File: src/rtl/mmu_pkg.sv
package mmu_pkg;

    localparam int TLB_NUM   = 16;
    localparam int TLB_IDX_W = 4;
    localparam int VPPN_W    = 19;
    localparam int PPN_W     = 20;
    localparam int ASID_W    = 10;

    // one 4 KB half of a page pair
    typedef struct packed {
        logic [PPN_W-1:0] ppn;
        logic [1:0]       plv;
        logic             v;
    } tlb_page_t;

    typedef struct packed {
        logic              e;
        logic [VPPN_W-1:0] vppn;
        logic [ASID_W-1:0] asid;
        logic              g;
        tlb_page_t         even;
        tlb_page_t         odd;
    } tlb_entry_t;

    // plv_mask has one bit per privilege level
    typedef struct packed {
        logic       en;
        logic [3:0] plv_mask;
        logic [2:0] vseg;
        logic [2:0] pseg;
    } dmw_t;

    typedef struct packed {
        logic              pg;
        logic [1:0]        plv;
        logic [ASID_W-1:0] asid;
        dmw_t              dmw0;
        dmw_t              dmw1;
    } mmu_cfg_t;

    typedef enum logic [1:0] {
        FAULT_NONE,
        FAULT_TLBR,
        FAULT_PIF,
        FAULT_PPI
    } fault_e;

    typedef struct packed {
        logic [31:0] paddr;
        fault_e      fault;
    } trans_t;

endpackage
File: src/rtl/bus_pkg.sv
package bus_pkg;

    localparam int LINE_WORDS = 4;
    localparam int BEAT_W     = 2;

    // INCR burst of four 32-bit beats
    localparam logic [7:0] AXI_LEN        = 8'd3;
    localparam logic [2:0] AXI_SIZE_WORD  = 3'd2;
    localparam logic [1:0] AXI_BURST_INCR = 2'd1;

    typedef struct packed {
        logic [3:0]  id;
        logic [31:0] addr;
        logic [7:0]  len;
        logic [2:0]  size;
        logic [1:0]  burst;
    } axi_ar_t;

    typedef struct packed {
        logic [3:0]  id;
        logic [31:0] data;
        logic [1:0]  resp;
        logic        last;
    } axi_r_t;

    typedef logic [LINE_WORDS-1:0][31:0] line_t;

    typedef struct packed {
        line_t           line;
        mmu_pkg::fault_e fault;
    } fetch_resp_t;

    typedef enum logic [2:0] {
        IDLE,
        LOOKUP,
        ADDR,
        DATA,
        DONE
    } refill_state_e;

endpackage

File: src/rtl/fetch_unit_top.sv
`timescale 1ns/1ns

module fetch_unit_top import mmu_pkg::*, bus_pkg::*; (
    input  logic                 aclk,
    input  logic                 arst_n,
    // fetch port
    input  logic                 req,
    input  logic [31:0]          req_vaddr,
    output logic                 addr_ok,
    input  mmu_cfg_t             cfg,
    input  logic                 tlb_we,
    input  logic [TLB_IDX_W-1:0] tlb_index,
    input  tlb_entry_t           tlb_entry,
    output logic                 data_ok,
    output fetch_resp_t          resp,
    // axi read
    output axi_ar_t              ar,
    output logic                 arvalid,
    input  logic                 arready,
    input  axi_r_t               r,
    input  logic                 rvalid,
    output logic                 rready
);

    trans_t            trans;
    logic              capture;
    logic              lookup;
    logic              beat;
    logic              start;
    logic [BEAT_W-1:0] beat_idx;
    logic              last_beat;
    line_t             line_data;

    addr_translate u_addr_translate (
        .aclk      (aclk),
        .arst_n    (arst_n),
        .capture   (capture),
        .lookup    (lookup),
        .vaddr     (req_vaddr),
        .cfg       (cfg),
        .tlb_we    (tlb_we),
        .tlb_index (tlb_index),
        .tlb_entry (tlb_entry),
        .result    (trans)
    );

    refill_fsm u_refill_fsm (
        .aclk      (aclk),
        .arst_n    (arst_n),
        .req       (req),
        .addr_ok   (addr_ok),
        .result    (trans),
        .capture   (capture),
        .lookup    (lookup),
        .ar        (ar),
        .arvalid   (arvalid),
        .arready   (arready),
        .rvalid    (rvalid),
        .rready    (rready),
        .beat      (beat),
        .start     (start),
        .last_beat (last_beat),
        .data_ok   (data_ok)
    );

    beat_counter u_beat_counter (
        .aclk      (aclk),
        .arst_n    (arst_n),
        .start     (start),
        .beat      (beat),
        .beat_idx  (beat_idx),
        .last_beat (last_beat)
    );

    line_buffer u_line_buffer (
        .aclk     (aclk),
        .beat     (beat),
        .beat_idx (beat_idx),
        .rdata    (r.data),
        .line     (line_data)
    );

    assign resp.line  = line_data;
    assign resp.fault = trans.fault;

endmodule

File: src/rtl/line_buffer.sv
`timescale 1ns/1ns

module line_buffer import bus_pkg::*; (
    input  logic              aclk,
    input  logic              beat,
    input  logic [BEAT_W-1:0] beat_idx,
    input  logic [31:0]       rdata,
    output line_t             line
);

    line_t line_q;

    // word k sits at bits 32k+31..32k
    always_ff @(posedge aclk) begin
        if (beat) begin
            line_q[beat_idx] <= rdata;
        end
    end

    assign line = line_q;

endmodule

File: src/rtl/beat_counter.sv
`timescale 1ns/1ns

module beat_counter import bus_pkg::*; (
    input  logic              aclk,
    input  logic              arst_n,
    input  logic              start,
    input  logic              beat,
    output logic [BEAT_W-1:0] beat_idx,
    output logic              last_beat
);

    always_ff @(posedge aclk or negedge arst_n) begin
        if (!arst_n) begin
            beat_idx <= '0;
        end else if (start) begin
            beat_idx <= '0;
        end else if (beat) begin
            beat_idx <= beat_idx + 1'b1;
        end
    end

    // high while the final word of the line is expected
    assign last_beat = (beat_idx == BEAT_W'(LINE_WORDS - 1));

endmodule

File: src/rtl/refill_fsm.sv
`timescale 1ns/1ns

module refill_fsm import mmu_pkg::*, bus_pkg::*; (
    input  logic    aclk,
    input  logic    arst_n,
    input  logic    req,
    output logic    addr_ok,
    input  trans_t  result,
    output logic    capture,
    output logic    lookup,
    output axi_ar_t ar,
    output logic    arvalid,
    input  logic    arready,
    input  logic    rvalid,
    output logic    rready,
    output logic    beat,
    output logic    start,
    input  logic    last_beat,
    output logic    data_ok
);

    refill_state_e state;
    refill_state_e state_next;
    logic          faulted;

    assign faulted = (result.fault != FAULT_NONE);

    always_ff @(posedge aclk or negedge arst_n) begin
        if (!arst_n) begin
            state <= IDLE;
        end else begin
            state <= state_next;
        end
    end

    always_comb begin
        state_next = state;
        unique case (state)
            IDLE:    if (req) state_next = LOOKUP;
            LOOKUP:  state_next = ADDR;
            // a faulting translation completes here without a bus read
            ADDR: begin
                if (faulted) begin
                    state_next = IDLE;
                end else if (arready) begin
                    state_next = DATA;
                end
            end
            DATA:    if (beat && last_beat) state_next = DONE;
            DONE:    state_next = IDLE;
            default: state_next = IDLE;
        endcase
    end

    assign addr_ok = (state == IDLE) && req;
    assign capture = addr_ok;
    assign lookup  = (state == LOOKUP);

    // line-aligned burst address
    assign ar.id    = 4'd0;
    assign ar.addr  = {result.paddr[31:4], 4'b0000};
    assign ar.len   = AXI_LEN;
    assign ar.size  = AXI_SIZE_WORD;
    assign ar.burst = AXI_BURST_INCR;

    assign arvalid = (state == ADDR) && !faulted;
    assign start   = arvalid && arready;

    assign rready = (state == DATA);
    assign beat   = rvalid && rready;

    assign data_ok = (state == DONE) || ((state == ADDR) && faulted);

endmodule

File: src/rtl/addr_translate.sv
`timescale 1ns/1ns

module addr_translate import mmu_pkg::*; (
    input  logic                 aclk,
    input  logic                 arst_n,
    input  logic                 capture,
    input  logic                 lookup,
    input  logic [31:0]          vaddr,
    input  mmu_cfg_t             cfg,
    input  logic                 tlb_we,
    input  logic [TLB_IDX_W-1:0] tlb_index,
    input  tlb_entry_t           tlb_entry,
    output trans_t               result
);

    logic [31:0] vaddr_q;
    logic        tlb_found;
    tlb_page_t   tlb_page;
    trans_t      trans_next;

    function automatic logic dmw_hit(input dmw_t w, input logic [1:0] plv,
                                     input logic [2:0] seg);
        return w.en && w.plv_mask[plv] && (seg == w.vseg);
    endfunction

    always_ff @(posedge aclk) begin
        if (capture) begin
            vaddr_q <= vaddr;
        end
    end

    tlb u_tlb (
        .aclk    (aclk),
        .arst_n  (arst_n),
        .we      (tlb_we),
        .w_index (tlb_index),
        .w_entry (tlb_entry),
        .vaddr   (vaddr_q),
        .asid    (cfg.asid),
        .found   (tlb_found),
        .page    (tlb_page)
    );

    // direct, then dmw0, dmw1, then the TLB
    always_comb begin
        trans_next.paddr = vaddr_q;
        trans_next.fault = FAULT_NONE;
        if (cfg.pg) begin
            if (dmw_hit(cfg.dmw0, cfg.plv, vaddr_q[31:29])) begin
                trans_next.paddr = {cfg.dmw0.pseg, vaddr_q[28:0]};
            end else if (dmw_hit(cfg.dmw1, cfg.plv, vaddr_q[31:29])) begin
                trans_next.paddr = {cfg.dmw1.pseg, vaddr_q[28:0]};
            end else if (!tlb_found) begin
                trans_next.fault = FAULT_TLBR;
            end else if (!tlb_page.v) begin
                trans_next.fault = FAULT_PIF;
            end else if (cfg.plv > tlb_page.plv) begin
                trans_next.fault = FAULT_PPI;
            end else begin
                trans_next.paddr = {tlb_page.ppn, vaddr_q[11:0]};
            end
        end
    end

    always_ff @(posedge aclk) begin
        if (lookup) begin
            result <= trans_next;
        end
    end

endmodule

File: src/rtl/tlb.sv
`timescale 1ns/1ns

module tlb import mmu_pkg::*; (
    input  logic                 aclk,
    input  logic                 arst_n,
    input  logic                 we,
    input  logic [TLB_IDX_W-1:0] w_index,
    input  tlb_entry_t           w_entry,
    input  logic [31:0]          vaddr,
    input  logic [ASID_W-1:0]    asid,
    output logic                 found,
    output tlb_page_t            page
);

    tlb_entry_t           entries [TLB_NUM];
    logic [TLB_NUM-1:0]   valid;
    logic [TLB_NUM-1:0]   match;
    logic [TLB_IDX_W-1:0] hit_idx;
    tlb_entry_t           hit_entry;

    // e bits, cleared on reset
    always_ff @(posedge aclk or negedge arst_n) begin
        if (!arst_n) begin
            valid <= '0;
        end else if (we) begin
            valid[w_index] <= w_entry.e;
        end
    end

    always_ff @(posedge aclk) begin
        if (we) begin
            entries[w_index] <= w_entry;
        end
    end

    always_comb begin
        for (int i = 0; i < TLB_NUM; i++) begin
            match[i] = valid[i]
                    && (entries[i].vppn == vaddr[31:13])
                    && (entries[i].g || (entries[i].asid == asid));
        end
    end

    // lowest matching index wins
    always_comb begin
        found   = 1'b0;
        hit_idx = '0;
        for (int i = TLB_NUM - 1; i >= 0; i--) begin
            if (match[i]) begin
                found   = 1'b1;
                hit_idx = TLB_IDX_W'(i);
            end
        end
    end

    assign hit_entry = entries[hit_idx];

    // va bit 12 selects the odd page
    assign page = vaddr[12] ? hit_entry.odd : hit_entry.even;

endmodule

File: config.mk
export PLATFORM = sky130hd
export DESIGN_NAME = fetch_unit_top
export DESIGN_NICKNAME = d
export VERILOG_FILES = /design/src/rtl/mmu_pkg.sv /design/src/rtl/bus_pkg.sv /design/src/rtl/fetch_unit_top.sv /design/src/rtl/line_buffer.sv /design/src/rtl/beat_counter.sv /design/src/rtl/refill_fsm.sv /design/src/rtl/addr_translate.sv /design/src/rtl/tlb.sv
export SDC_FILE = /design/constraint.sdc
export NUM_CORES = 2
export LEC_CHECK = 0
export BUFFER_PORTS_ARGS = -buffer_cell sky130_fd_sc_hd__buf_2
export CORE_ASPECT_RATIO = 0.5
export CORE_UTILIZATION = 45
export CTS_CLUSTER_DIAMETER = 120
export DETAILED_ROUTE_END_ITERATION = 6
export GPL_ROUTABILITY_DRIVEN = 0
export SETUP_SLACK_MARGIN = 0.3
export SYNTH_ARGS = -nofsm -noshare
export SYNTH_HDL_FRONTEND = slang
export SYNTH_SLANG_ARGS = --single-unit
File: constraint.sdc
create_clock -name aclk -period 7.6 [get_ports aclk]
set_input_delay 0.76 -clock aclk [delete_from_list [all_inputs] [get_ports aclk]]
set_output_delay 0.76 -clock aclk [all_outputs]
set_load 0.01 [all_outputs]
==> run_results.csv <==
group,metric,value,unit
run_status,status,"completed",
global_routing,first_global_vias,30847,
timing,final.setup.tns,0,ns
power_and_ir_drop,p_leak,21.4,nW
timing,finalCritPeriodShare,90.3,%
power_and_ir_drop,cellPowerDensity,263,nW/um^2
placed_design,place_area,61700,um^2
worst_setup_path,crit_arrival,7.37,ns
timing,finalClockSkew,0.0259,ns
power_and_ir_drop,p_sw_share,23.5,%
logic_synthesis,ys_seq_elements,1423,
worst_setup_path,crit_start,"u_addr_translate.vaddr_q[22]",
clock_network,worstSkewPairLatency,0.77,ns
die,die_area,130000,um^2
die,start_util,45.5,%
drt,dr.pass1.iters,5,
global_routing,antenna_found_initial,11,
power_and_ir_drop,p_int,13.3,mW
logic_synthesis,synth_area_leaders,"edfxtp_1, xor2_1, mux2i_1",
clock_network,cts.sinks,1423,
worst_setup_path,r2r-end,"u_addr_translate.result[18]",
timing,hold_violations,0,
logic_synthesis,post-synth-top-count-cell,"edfxtp_1",
logic_synthesis,ys_async_sr_fraction,1.48,%
drt,wl_per_cell,27.1,um
clock_network,cts_tree,"done",
logic_synthesis,syn_area,57600,um^2
logic_synthesis,netlist.area_leader.share,73.1,%
global_routing,grt_first_pass_wirelength,216,mm
timing,setup_viol,0,
final_layout,fin_cells,5632,
drt,vias,31921,
logic_synthesis,synthDistinctLibCells,85,
worst_setup_path,cp_max_fo,16,
clock_network,htreeDepth,4,
clock_network,cts_hold_buf,0,
power_and_ir_drop,vdd_drop_max,0.000184,V
die,rows,92,
timing,rsz0062_at_grt,"no",
power_and_ir_drop,clkPwrFrac,39.2,%
clock_network,cts.clk_slew.worst_paths,0.07,ns
min_path,hold_class,"in2async",
power_and_ir_drop,combPwrFrac,8.2,%
power_and_ir_drop,seqPwrFrac,52.6,%
final_layout,fin_area,66100,um^2
logic_synthesis,yosys_most_used_dff,"edfxtp_1",
placed_design,placedCellCount,5384,
power_and_ir_drop,p_total,17.4,mW
timing,tightestPinTransition,1.24,ns
logic_synthesis,netlist_instances,3379,
worst_setup_path,worstPathRequired,8.10,ns
logic_synthesis,seq_area_frac_synth,74.0,%
placed_design,numPortBuffers,343,
drt,initialDrtViolationCount,3099,
drt,drc,0,
drt,antenna_left,0,
clock_network,cts-root-buf,"clkbuf_16",
drt,detail_route.vias_per_cell,5.67,
worst_setup_path,r2r_start,"u_addr_translate.vaddr_q[22]",
global_routing,grtUsageTotal,23.4,%
final_layout,nFillCells,10293,
timing,slew_viol_final,0,
logic_synthesis,synth-edff-count,1402,
worst_setup_path,cp_slowest_cell,"edfxtp_1",
logic_synthesis,synth_top_cell_by_area,"edfxtp_1",
clock_network,clock_path_buffers,3,
logic_synthesis,synth_commonest_cells,"edfxtp_1, xor2_1, mux2i_1, xnor2_1, nor4_1",
timing,fin_crit,6.87,ns
global_routing,grt-ovfl-total,0,
worst_setup_path,worstPathCellList,"buf_4 > xor2_1 > nor4_1 > nand3_1 > or4_1 > a311o_1 > a211o_1 > a31oi_4 > buf_12 > mux2i_1 > nand2_1 > a31oi_1 > a221o_1 > ha_1 > nor2b_1 > o21ai_0 > o21ai_0 > or2_2 > nor3_4 > buf_12 > mux2_2",
drt,wl,153,mm
final_layout,drive_above_1_share,20.7,%
final_layout,area_growth,14.8,%
clock_network,cts_made_buffers,133,
worst_setup_path,slowest_delay,0.81,ns
die,core_area,127000,um^2
global_routing,grt_max_degree,147,
die,die_w,508,um
die,dieHeight,255,um
final_layout,fin_nets,4030,
worst_setup_path,setup.worst_path.class,"reg2reg",
timing,fmax,146,MHz
worst_setup_path,worstSetupStartpointType,"flip-flop",
placed_design,dp_hpwl,89.9,mm
timing,max_slew_margin,17.6,%
logic_synthesis,avgSynthCellArea,17.0,um^2
worst_setup_path,r2r_cells,21,
worst_setup_path,end_kind,"flip-flop",
power_and_ir_drop,p_sw,4.10,mW
worst_setup_path,reg2reg_slack,0.73,ns
die,ios,376,
flow_run,maxCapViolCount,0,
logic_synthesis,ys_warn_count,0,
==> cell type report <==
cell class | instances | area, um^2 | share of cell area [%]
Clock buffer | 166 | 3560 | 5.38
Sequential cell | 1423 | 42600 | 64.4
Inverter | 11 | 41.3 | 0.0624
Clock inverter | 76 | 851 | 1.29
Tap cell | 1692 | 2120 | 3.20
Multi-Input combinational cell | 1785 | 14100 | 21.4
Antenna cell | 2 | 5.00 | 0.00757
Timing Repair Buffer | 477 | 2800 | 4.23
==> routing by layer <==
metal  wire, um  vias up  track usage [%]
met2      72400     1159             37.9
met4       3510        2             6.99
met3       9530      219             3.65
li1           -    14124                -
met5         10        -                0
met1      67400    16417             32.6
==> worst max path at each step <==
stage,to,cells after the start,slack [ns]
CTS,u_addr_translate.result[18],23,0.65
finish,u_addr_translate.result[18],21,0.73
global route,u_addr_translate.result[20],22,0.48
detailed placement,u_addr_translate.result[18],24,0.32
floorplan,u_addr_translate.u_tlb.valid[4],3,0.51
global placement,u_addr_translate.result[16],24,0.32
==> worst max-delay path: cells and delay by family, from the launching register on <==
family	cells	cell delay, ns
compound gates	7	2.24
simple gates	7	1.81
buf+inv	3	0.84
flops	1	0.81
mux	2	0.53
fa+ha+maj	1	0.23
xor+xnor	1	0.14
==> state kept, by name, indices dropped and copies added, names as in the netlist <==
signal	flops
u_addr_translate.u_tlb.entries	1216
u_line_buffer.line	128
u_addr_translate.result	30
u_addr_translate.vaddr_q	28
u_addr_translate.u_tlb.valid	16
u_refill_fsm.state	3
u_beat_counter.beat_idx	2
==> cell families (layout without fill, tap and decap cells) <==
family	after synthesis	after routing	synth area share (%)
AO/OA/AOI/OAI	345	345	4.33
AND/OR/NAND/NOR	580	580	5.89
adder cells (fa/ha/maj)	6	6	0.130
flip-flops	1423	1423	74.0
multiplexers	362	362	6.59
buffers and inverters	190	730	1.90
XOR/XNOR	471	471	7.16
other	2	23	0.0130
==> what timing repair did <==
item / in CTS / in global routing
endpoints found under the setup margin: 0 / 6
buffers inserted: 0 / 4
gates resized for setup: 0 / 0
==> through the flow <==
| stage | util (%) | worst slack [ns] | hold slack, ns |
|---|---|---|---|
| 3_5_place_dp | 48.8 | 0.322 | 0.406 |
| 3_3_place_gp | 48.8 | 0.322 | 0.401 |
| 2_1_floorplan | - | 0.514 | 0.400 |
| 5_1_grt | 52.3 | 0.484 | 0.134 |
| 6_report | 52.3 | 0.735 | 0.144 |
| 4_1_cts | 52.2 | 0.654 | 0.0783 |
==> power by group through the flow <==
stage	clock [mW]	combinational (mW)	sequential (mW)
floorplan	0	0.797	9.23
global placement	0	1.38	9.31
detailed placement	0	1.40	9.32
CTS	6.95	1.41	9.15
global route	7.24	1.53	9.16
finish	6.82	1.42	9.15
==> cell usage in the layout (no fill, tap or decap), types with 11 or more instances in the layout <==
cell       count
a2111oi_0     20
clkbuf_16    137
o21ai_1       16
a21oi_1       36
a22o_1        20
mux2_2        78
mux2i_1      272
xor2_1       324
a41oi_1       15
and3_1        11
clkinv_1      23
nor4_1       131
nand2_1       97
nor4b_1       19
or4_1         20
and2_1        14
a22oi_1       49
dfrtp_1       21
nor2_1        30
xnor2_1      147
a211oi_1      49
clkbuf_1      27
nor2b_1       32
o21ai_0       58
or3_1         16
nor2_4        12
edfxtp_1    1402
nand4b_1      17
nand4_1       52
bufinv_16     16
conb_1        21
buf_2        343
clkinv_2      18
nand3_1       80
buf_4        128
No activity file was read; power rests on OpenSTA's default activity.
